`config.mk`:
```
export PLATFORM = sky130hd
export DESIGN_NAME = n64_ppu_top
export DESIGN_NICKNAME = d
export VERILOG_FILES = /design/src/rtl/ppu_pkg.sv /design/src/rtl/n64_vinfo_detect.sv /design/src/rtl/n64_vdemux.sv /design/src/rtl/ppu_output_stage.sv /design/src/rtl/n64_ppu_top.sv
export SDC_FILE = /design/constraint.sdc
export NUM_CORES = 1
export LEC_CHECK = 0
export ABC_AREA = 1
export ABC_CLOCK_PERIOD_IN_PS = 3300
export BUFFER_PORTS_ARGS = -buffer_cell sky130_fd_sc_hd__buf_2
export CAP_MARGIN = 5
export CORE_MARGIN = 4
export CORE_UTILIZATION = 25
export DETAILED_ROUTE_END_ITERATION = 7
export GPL_TIMING_DRIVEN = 1
export PLACE_DENSITY = 0.47
export RECOVER_POWER = 100
export SYNTH_ARGS = -nofsm -noshare
export SYNTH_HDL_FRONTEND = slang
export SYNTH_HIERARCHICAL = 1
export SYNTH_SLANG_ARGS = --single-unit
```
`constraint.sdc`:
```
create_clock -name N64_CLK_i -period 3.3 [get_ports N64_CLK_i]
set_clock_uncertainty 0.1 [all_clocks]
set_input_delay 0.825 -clock N64_CLK_i [delete_from_list [all_inputs] [get_ports N64_CLK_i]]
set_output_delay 0.825 -clock N64_CLK_i [all_outputs]
set_load 0.01 [all_outputs]
```
`src/rtl/ppu_pkg.sv`:
```
// ====================
// shared types, enums and constants of the
// N64 video front end: bus words, pixels,
// video info, config word and status word
// ====================

`default_nettype none

package ppu_pkg;

  // bus and pixel words
  typedef logic [6:0]  color7_t;
  typedef logic [7:0]  color8_t;
  typedef logic [20:0] rgb21_t;      // {R,G,B}, red on top
  typedef logic [23:0] rgb24_t;      // {R,G,B}, red on top
  typedef logic [3:0]  sync_word_t;  // {nVSYNC,nCLAMP,nHSYNC,nCSYNC}
  typedef logic [9:0]  line_cnt_t;
  typedef logic [2:0]  vinfo_t;      // {vdata_detected,palmode,n64_480i}
  typedef logic [7:0]  cfg_word_t;
  typedef logic [7:0]  ppu_state_t;

  typedef enum logic [2:0] {
    T480P, T720P, T960P, T1080P, T1200P, T1440P, T1440WP, TDIRECT
  } target_res_e;

  typedef enum logic [3:0] {
    USE_480P, USE_VGA, USE_720P, USE_960P, USE_1080P,
    USE_1200P, USE_1440P, USE_1440WP, USE_240P
  } vmode_e;

  // bit positions
  localparam int SYNC_NVSYNC_BIT = 3;
  localparam int SYNC_NHSYNC_BIT = 1;

  localparam int VINFO_VDATA_BIT = 2;
  localparam int VINFO_PAL_BIT   = 1;
  localparam int VINFO_480I_BIT  = 0;

  localparam int CFG_TRES_MSB      = 2;  // target resolution in [2:0]
  localparam int CFG_FORCE60_BIT   = 3;
  localparam int CFG_FORCE50_BIT   = 4;
  localparam int CFG_LLM_BIT       = 5;
  localparam int CFG_VGA480P_BIT   = 6;

  // timing of the bus
  localparam int DEMUX_PHASES          = 4;    // bus cycles per pixel
  localparam int VDATA_LOST_CYCLES     = 8;    // no sync for this long -> no video
  localparam int PAL_LINES_MIN_DEFAULT = 290;

endpackage

`default_nettype wire

```
`src/rtl/n64_vinfo_detect.sv`:
```
// ====================
// video info detector: video presence from
// regular sync words, PAL from the line count
// and interlacing from changing frame lengths
// ====================

`default_nettype none

module n64_vinfo_detect import ppu_pkg::*; #(
  parameter int unsigned pal_lines_min = PAL_LINES_MIN_DEFAULT
) (
  input  logic    N64_CLK_i,
  input  logic    rst_i,
  input  logic    nVDSYNC_i,
  input  color7_t VD_i,
  output vinfo_t  vinfo_o
);

  localparam int GAP_W = $clog2(VDATA_LOST_CYCLES) + 1;
  localparam logic [GAP_W-1:0] GAP_REGULAR = GAP_W'(DEMUX_PHASES - 1);
  localparam logic [GAP_W-1:0] GAP_LOST    = GAP_W'(VDATA_LOST_CYCLES - 1);

  logic             sync_cyc;
  sync_word_t       sync_cur;
  sync_word_t       sync_pre;
  logic [GAP_W-1:0] gap_cnt;       // non-sync cycles since last sync word
  logic [1:0]       run_cnt;
  logic             regular;
  logic             vstart;
  logic             hs_fall;
  line_cnt_t        line_cnt;
  line_cnt_t        frame_lines;
  line_cnt_t        frame_lines_pre;
  logic             frame_done;
  logic             vdata_detected;
  logic             palmode;
  logic             n64_480i;

  assign sync_cyc = ~nVDSYNC_i;
  assign sync_cur = VD_i[3:0];
  assign regular  = gap_cnt == GAP_REGULAR;
  assign vstart   = sync_cyc & ~sync_cur[SYNC_NVSYNC_BIT] & sync_pre[SYNC_NVSYNC_BIT];
  assign hs_fall  = sync_cyc & ~sync_cur[SYNC_NHSYNC_BIT] & sync_pre[SYNC_NHSYNC_BIT];

  // video presence
  // ====================
  always_ff @(posedge N64_CLK_i) begin
    if (rst_i) begin
      gap_cnt        <= '1;
      run_cnt        <= '0;
      vdata_detected <= 1'b0;
    end else if (sync_cyc) begin
      gap_cnt <= '0;
      if (regular) begin
        if (run_cnt == 2'd3)
          vdata_detected <= 1'b1;    // fourth regular sync word
        else
          run_cnt <= run_cnt + 2'd1;
      end else begin
        run_cnt <= 2'd1;             // new run starts here
      end
    end else begin
      if (gap_cnt != '1)
        gap_cnt <= gap_cnt + 1'b1;
      if (gap_cnt == GAP_LOST)
        vdata_detected <= 1'b0;
    end
  end

  // line and frame counting
  // ====================
  always_ff @(posedge N64_CLK_i) begin
    if (rst_i) begin
      sync_pre        <= '1;         // all syncs inactive
      line_cnt        <= '0;
      frame_lines     <= '0;
      frame_lines_pre <= '0;
      frame_done      <= 1'b0;
      palmode         <= 1'b0;
      n64_480i        <= 1'b0;
    end else begin
      frame_done <= vstart;
      if (sync_cyc)
        sync_pre <= sync_cur;
      if (vstart) begin
        frame_lines <= line_cnt;
        line_cnt    <= line_cnt_t'(hs_fall);  // line starting with vsync is the new frame's
      end else if (hs_fall && line_cnt != '1) begin
        line_cnt <= line_cnt + 1'b1;
      end
      // decide one edge after the vsync word
      if (frame_done) begin
        palmode         <= frame_lines > pal_lines_min;
        n64_480i        <= frame_lines != frame_lines_pre;
        frame_lines_pre <= frame_lines;
      end
    end
  end

  always_comb begin
    vinfo_o                  = '0;
    vinfo_o[VINFO_VDATA_BIT] = vdata_detected;
    vinfo_o[VINFO_PAL_BIT]   = palmode;
    vinfo_o[VINFO_480I_BIT]  = n64_480i;
  end

endmodule

`default_nettype wire

```
`src/rtl/n64_vdemux.sv`:
```
// ====================
// pixel demultiplexer: sync word plus
// R, G and B bus words -> one pixel
// ====================

`default_nettype none

module n64_vdemux import ppu_pkg::*; (
  input  logic       N64_CLK_i,
  input  logic       rst_i,
  input  logic       nVDSYNC_i,
  input  color7_t    VD_i,
  output logic       pix_valid_o,
  output rgb21_t     pix_rgb_o,
  output sync_word_t pix_sync_o
);

  localparam int PH_W = $clog2(DEMUX_PHASES);
  localparam logic [PH_W-1:0] PH_IDLE  = '0;
  localparam logic [PH_W-1:0] PH_RED   = PH_W'(1);
  localparam logic [PH_W-1:0] PH_GREEN = PH_W'(2);
  localparam logic [PH_W-1:0] PH_BLUE  = PH_W'(DEMUX_PHASES - 1);

  logic [PH_W-1:0] phase;      // idle or the colour expected next
  logic            blue_done;  // full pixel gathered
  sync_word_t      sync_q;
  color7_t         r_q;
  color7_t         g_q;
  color7_t         b_q;

  // phase control
  always_ff @(posedge N64_CLK_i) begin
    if (rst_i) begin
      phase       <= PH_IDLE;
      blue_done   <= 1'b0;
      pix_valid_o <= 1'b0;
    end else begin
      pix_valid_o <= blue_done;
      blue_done   <= 1'b0;
      if (!nVDSYNC_i) begin
        phase <= PH_RED;                 // restart, drops an unfinished pixel
      end else if (phase != PH_IDLE) begin
        blue_done <= phase == PH_BLUE;
        phase     <= phase + 1'b1;       // wraps back to idle after blue
      end
    end
  end

  // word capture
  always_ff @(posedge N64_CLK_i) begin
    if (!nVDSYNC_i) begin
      sync_q <= VD_i[3:0];
    end else begin
      case (phase)
        PH_RED:   r_q <= VD_i;
        PH_GREEN: g_q <= VD_i;
        PH_BLUE:  b_q <= VD_i;
        default:  ;
      endcase
    end
  end

  // present pixel, next sync word may already be in
  always_ff @(posedge N64_CLK_i) begin
    if (blue_done) begin
      pix_rgb_o  <= {r_q, g_q, b_q};
      pix_sync_o <= sync_q;
    end
  end

endmodule

`default_nettype wire

```
`src/rtl/ppu_output_stage.sv`:
```
// ====================
// output stage: widened and blanked pixels
// with syncs and DE, config decode into
// video mode, 50 Hz, VCLK select and status
// ====================

`default_nettype none

module ppu_output_stage import ppu_pkg::*; (
  input  logic       N64_CLK_i,
  input  logic       rst_i,
  input  logic       pix_valid_i,
  input  rgb21_t     pix_rgb_i,
  input  sync_word_t pix_sync_i,
  input  vinfo_t     vinfo_i,
  input  cfg_word_t  ConfigSet_i,
  output rgb24_t     VD_o,
  output logic       HSYNC_o,
  output logic       VSYNC_o,
  output logic       DE_o,
  output logic       VCLK_sel_o,
  output vmode_e     vmode_o,
  output logic       vmode_50hz_o,
  output ppu_state_t PPUState_o
);

  // 7 -> 8 bit by repeating the MSB
  function automatic color8_t widen(color7_t c);
    return {c, c[6]};
  endfunction

  rgb24_t      pix_wide;
  target_res_e target;
  logic        use_vga;
  logic        llm;
  logic        hz50;
  logic        vclk_sel;
  vmode_e      vmode;

  assign pix_wide = {widen(pix_rgb_i[20:14]), widen(pix_rgb_i[13:7]), widen(pix_rgb_i[6:0])};

  // pixel output
  // ====================
  always_ff @(posedge N64_CLK_i) begin
    if (rst_i) begin
      VD_o    <= '0;
      HSYNC_o <= 1'b0;
      VSYNC_o <= 1'b0;
      DE_o    <= 1'b0;
    end else begin
      if (!vinfo_i[VINFO_VDATA_BIT])
        VD_o <= '0;                      // blank without video
      else if (pix_valid_i)
        VD_o <= pix_wide;
      if (pix_valid_i) begin
        HSYNC_o <= ~pix_sync_i[SYNC_NHSYNC_BIT];
        VSYNC_o <= ~pix_sync_i[SYNC_NVSYNC_BIT];
        DE_o    <= pix_sync_i[SYNC_NHSYNC_BIT] & pix_sync_i[SYNC_NVSYNC_BIT];
      end
    end
  end

  // config decode
  // ====================
  assign target  = target_res_e'(ConfigSet_i[CFG_TRES_MSB:0]);
  assign use_vga = ConfigSet_i[CFG_VGA480P_BIT];
  assign llm     = ConfigSet_i[CFG_LLM_BIT] | (target == TDIRECT);  // direct is always llm

  always_comb begin
    case (target)
      T720P:   vmode = USE_720P;
      T960P:   vmode = USE_960P;
      T1080P:  vmode = USE_1080P;
      T1200P:  vmode = USE_1200P;
      T1440P:  vmode = USE_1440P;
      T1440WP: vmode = USE_1440WP;
      TDIRECT: vmode = USE_240P;
      default: vmode = use_vga ? USE_VGA : USE_480P;
    endcase

    // no forced refresh rate under llm
    if (llm)
      hz50 = vinfo_i[VINFO_PAL_BIT];
    else if (ConfigSet_i[CFG_FORCE60_BIT])
      hz50 = 1'b0;
    else if (ConfigSet_i[CFG_FORCE50_BIT])
      hz50 = 1'b1;
    else
      hz50 = vinfo_i[VINFO_PAL_BIT];

    if (llm)
      vclk_sel = vinfo_i[VINFO_480I_BIT];
    else if (target == T720P || target == T1080P || target == T1440P)
      vclk_sel = 1'b0;
    else if (target == T480P)
      vclk_sel = ~use_vga;
    else
      vclk_sel = 1'b1;
  end

  always_ff @(posedge N64_CLK_i) begin
    if (rst_i) begin
      vmode_o      <= USE_480P;
      vmode_50hz_o <= 1'b0;
      VCLK_sel_o   <= 1'b0;
      PPUState_o   <= '0;
    end else begin
      vmode_o      <= vmode;
      vmode_50hz_o <= hz50;
      VCLK_sel_o   <= vclk_sel;
      PPUState_o   <= {target, hz50, llm, vinfo_i};  // vinfo fills bits 2:0
    end
  end

endmodule

`default_nettype wire

```
`src/rtl/n64_ppu_top.sv`:
```
// ====================
// N64 front end top: demux and video info
// detector on the bus, output stage behind
// ====================

`default_nettype none

module n64_ppu_top import ppu_pkg::*; #(
  parameter int unsigned pal_lines_min = PAL_LINES_MIN_DEFAULT
) (
  input  logic       N64_CLK_i,
  input  logic       rst_i,
  input  logic       nVDSYNC_i,
  input  color7_t    VD_i,
  input  cfg_word_t  ConfigSet_i,
  output rgb24_t     VD_o,
  output logic       HSYNC_o,
  output logic       VSYNC_o,
  output logic       DE_o,
  output logic       VCLK_sel_o,
  output vmode_e     vmode_o,
  output logic       vmode_50hz_o,
  output ppu_state_t PPUState_o
);

  logic       pix_valid;
  rgb21_t     pix_rgb;
  sync_word_t pix_sync;
  vinfo_t     vinfo;

  n64_vdemux vdemux_u (
    .N64_CLK_i   (N64_CLK_i),
    .rst_i       (rst_i),
    .nVDSYNC_i   (nVDSYNC_i),
    .VD_i        (VD_i),
    .pix_valid_o (pix_valid),
    .pix_rgb_o   (pix_rgb),
    .pix_sync_o  (pix_sync)
  );

  n64_vinfo_detect #(
    .pal_lines_min (pal_lines_min)
  ) vinfo_u (
    .N64_CLK_i (N64_CLK_i),
    .rst_i     (rst_i),
    .nVDSYNC_i (nVDSYNC_i),
    .VD_i      (VD_i),
    .vinfo_o   (vinfo)
  );

  ppu_output_stage out_u (
    .N64_CLK_i    (N64_CLK_i),
    .rst_i        (rst_i),
    .pix_valid_i  (pix_valid),
    .pix_rgb_i    (pix_rgb),
    .pix_sync_i   (pix_sync),
    .vinfo_i      (vinfo),
    .ConfigSet_i  (ConfigSet_i),
    .VD_o         (VD_o),
    .HSYNC_o      (HSYNC_o),
    .VSYNC_o      (VSYNC_o),
    .DE_o         (DE_o),
    .VCLK_sel_o   (VCLK_sel_o),
    .vmode_o      (vmode_o),
    .vmode_50hz_o (vmode_50hz_o),
    .PPUState_o   (PPUState_o)
  );

endmodule

`default_nettype wire

```
==> key figures <==
Worst setup path
  • RR Endpoint: vinfo_u/n64_480i$_SDFFE_PP0P_
  • Crit path required time: 3.47 ns
  • Critical path cell sequence: clkbuf_1 -> clkbuf_1 -> nor2_1 -> inv_1 -> o22ai_1
  • Worst r2r src: vinfo_u/frame_done$_SDFF_PP0_
  • Crit start category: input port
  • CP most frequent cell: clkbuf_1
  • Worst Path Buf+Inv: 3
  • Worst r2r path cells: 7
  • Crit-path leading delay family: buffers and inverters
  • Worst Setup SP: rst_i
  • Critical path endpoint: vinfo_u/frame_lines[0]$_SDFFE_PP0P_
  • Crit path max fanout: 21
  • Worst path max stage delay: 0.90 ns
  • Reg2Reg Setup Slack: 1.64 ns
  • Slowest CP cell: clkbuf_1
  • Worst Path Arrival: 2.43 ns
  • Worst Setup End Kind: register
  • CP Class: input port to register
  • Critical Path Stages: 5

GRT
  • First-pass GRT wire length: 16,100 um
  • Initial antenna violation count: 1
  • Number of global-route vias before repair: 3,344
  • Overflow after GRT: 0
  • Largest net degree at the start of global routing: 28
  • Gr usage total: 0.0909

Flow run
  • Max-Cap Viols: 0

Routing
  • # DRC: 0
  • Antenna Nets Post-Route: 0
  • Initial DRC count: 174
  • Routed len/inst: 11.6 um
  • Routed vias/inst: 4.02
  • DRT Wirelength: 9710 um
  • Iteration count of the initial detailed-routing pass: 4
  • Routed via count: 3,369

Layout
  • Register area: 0.00304 sq mm
  • Multi-input gate area in the final layout: 0.00152 sq mm
  • Share of post-route cells with drive strength above 1: 0.0976
  • Final net count: 586
  • Ant. Diodes: 0
  • Fill cells: 2,084
  • Layout area overhead: 18.4%

Worst hold path
  • Hold crit path type: register to register
  • Worst hold start: vdemux_u/b_q[4]$_DFFE_PP_

Timing
  • Final period util: 0.684
  • Final Critical Period: 2.26 ns
  • Setup Total Neg Slack: 0 ns
  • Worst hold slack: 0.315 ns
  • RSZ-0062 raised after global routing: false
  • Max-slew headroom: 0.186
  • Worst-margin pin slew: 1.22 ns
  • Final setup violating endpoints: 0
  • Slew Limit Fails: 0
  • Max Fclk: 0.443 GHz
  • Endpoints failing hold: 0

Floorplan
  • Core Box Area: 0.0196 sq mm
  • Total Die Area: 0.0224 sq mm
  • Die W: 150 um
  • Die H: 150 um
  • Rows: 51
  • I/O pin count: 59
  • Starting Density: 0.256

Clock tree
  • Root Buffer: clkbuf_16
  • Clock latency on the worst-skew pair: 0.41 ns
  • Resize count post-CTS: 0
  • Reg clk slew, reported paths: 0.05 ns
  • CTS Buf Count: 17
  • CTS tree: yes
  • Clock Sinks: 129
  • Post CTS Setup Buffer Count: 0
  • Htree depth: 4
  • Max clock buf depth: 2
  • Hold Buf Count CTS: 0

Power and ir drop
  • Sequential share of power: 0.455
  • P_sw: 764 uW
  • Switching fraction of total power: 0.204
  • Clock share of power: 0.509
  • P_leak: 0.00217 uW
  • Int Pwr: 2980 uW
  • Worst vdd ir: 0.249 mV
  • Comb pwr share: 0.036
  • P per Cell Area: 631 mW/mm^2

Place
  • I/O Buffers: 57
  • Final Wtd Congestion: 0.774
  • Detail Placement HPWL: 6850 um

Synthesis
  • Syn Inst Count: 504
  • Avg Cell Area, Syn: 9.94 sq um
  • Synthesized area: 0.00501 sq mm
  • Syn nets: 529
  • Number of synthesis warnings: 6

Status
  • Status: finished clean
[placed cells by master (no fill, tap or decap), drive strengths merged]
master / instances
a211oi: 1
a21oi: 43
a22o: 1
buf: 7
bufinv: 2
clkbuf: 76
clkinv: 3
clkinvlp: 1
dfxtp: 83
edfxtp: 46
ha: 7
inv: 51
nand2: 123
nand3: 24
nand3b: 1
nand4: 6
nor2: 53
nor3: 5
nor3b: 1
o211a: 1
o211ai: 3
o21ai: 20
o22ai: 4
o31ai: 1
or2: 1
xnor2: 6
xor2: 4
[per-layer routing]
metal | GRT usage | up-vias | wire length, um
met2 | 0.146 | 55 | 4500
met4 | 0.0412 | 2 | 165
met5 | 0 | - | 20
li1 | - | 1750 | -
met1 | 0.109 | 1548 | 4530
met3 | 0.0321 | 14 | 495
[worst min-delay path by stage]
| stage | endpoint | cells after the start |
|---|---|---|
| after floorplan | vdemux_u/pix_rgb_o[0]$_DFFE_PP_ | 0 |
| after global placement | vdemux_u/pix_rgb_o[3]$_DFFE_PP_ | 0 |
| after detailed placement | vdemux_u/pix_rgb_o[5]$_DFFE_PP_ | 0 |
| after CTS | vdemux_u/pix_rgb_o[5]$_DFFE_PP_ | 0 |
| after global routing | vdemux_u/pix_rgb_o[4]$_DFFE_PP_ | 0 |
| final | vdemux_u/pix_rgb_o[4]$_DFFE_PP_ | 0 |
[area by class of cell]
class / count / area share
Clock buffer: 24 / 0.0882
Clock inverter: 8 / 0.0160
Inverter: 49 / 0.0327
Multi-Input combinational cell: 305 / 0.255
Sequential cell: 129 / 0.513
Tap cell: 265 / 0.0559
Timing Repair Buffer: 59 / 0.0388
[worst register-to-register path, cell delays in order, from the launching register on]
cell and delay, ns:
dfxtp_1 0.69, inv_1 0.26, nor2_1 0.16, nand2_1 0.06, nor2_1 0.11, nand3_1 0.08
nand2_1 0.06, inv_1 0.04
[registers in the layout, indices dropped and copies added (netlist names), 2 cells and up]
register,count
vdemux_u/phase,2
vinfo_u/run_cnt,2
out_u/PPUState_o,8
vdemux_u/pix_sync_o,2
vdemux_u/pix_rgb_o,21
vinfo_u/gap_cnt,4
vinfo_u/sync_pre,2
out_u/vmode_o,4
vdemux_u/sync_q,2
vinfo_u/line_cnt,10
vinfo_u/frame_lines,10
out_u/VD_o,21
vinfo_u/frame_lines_pre,10
vdemux_u/r_q,7
vdemux_u/b_q,7
vdemux_u/g_q,7
[power by group through the flow]
| stage | clock network (uW) | registers (uW) | logic, uW |
|---|---|---|---|
| after floorplan | 0 | 1730 | 97.3 |
| after global placement | 0 | 1730 | 140 |
| after detailed placement | 0 | 1740 | 145 |
| after CTS | 1960 | 1700 | 145 |
| after global routing | 2040 | 1710 | 158 |
| final | 1910 | 1700 | 136 |
[stage by stage]
| stage | instances | area (sq um) | total power, uW | util | worst slack, ns |
|---|---|---|---|---|---|
| final | 839 | 5930 | 3740 | 0.303 | 1.04 |
| after global routing | 839 | 5930 | 3900 | 0.303 | 0.798 |
| after detailed placement | 807 | 5470 | 1880 | 0.279 | 1.14 |
| after CTS | 839 | 6090 | 3810 | 0.311 | 1.45 |
| after global placement | 807 | 5470 | 1870 | 0.279 | 1.18 |
| after floorplan | 504 | 5010 | 1830 | - | 1.66 |
Note: power is estimated with default switching activity, not from simulation.
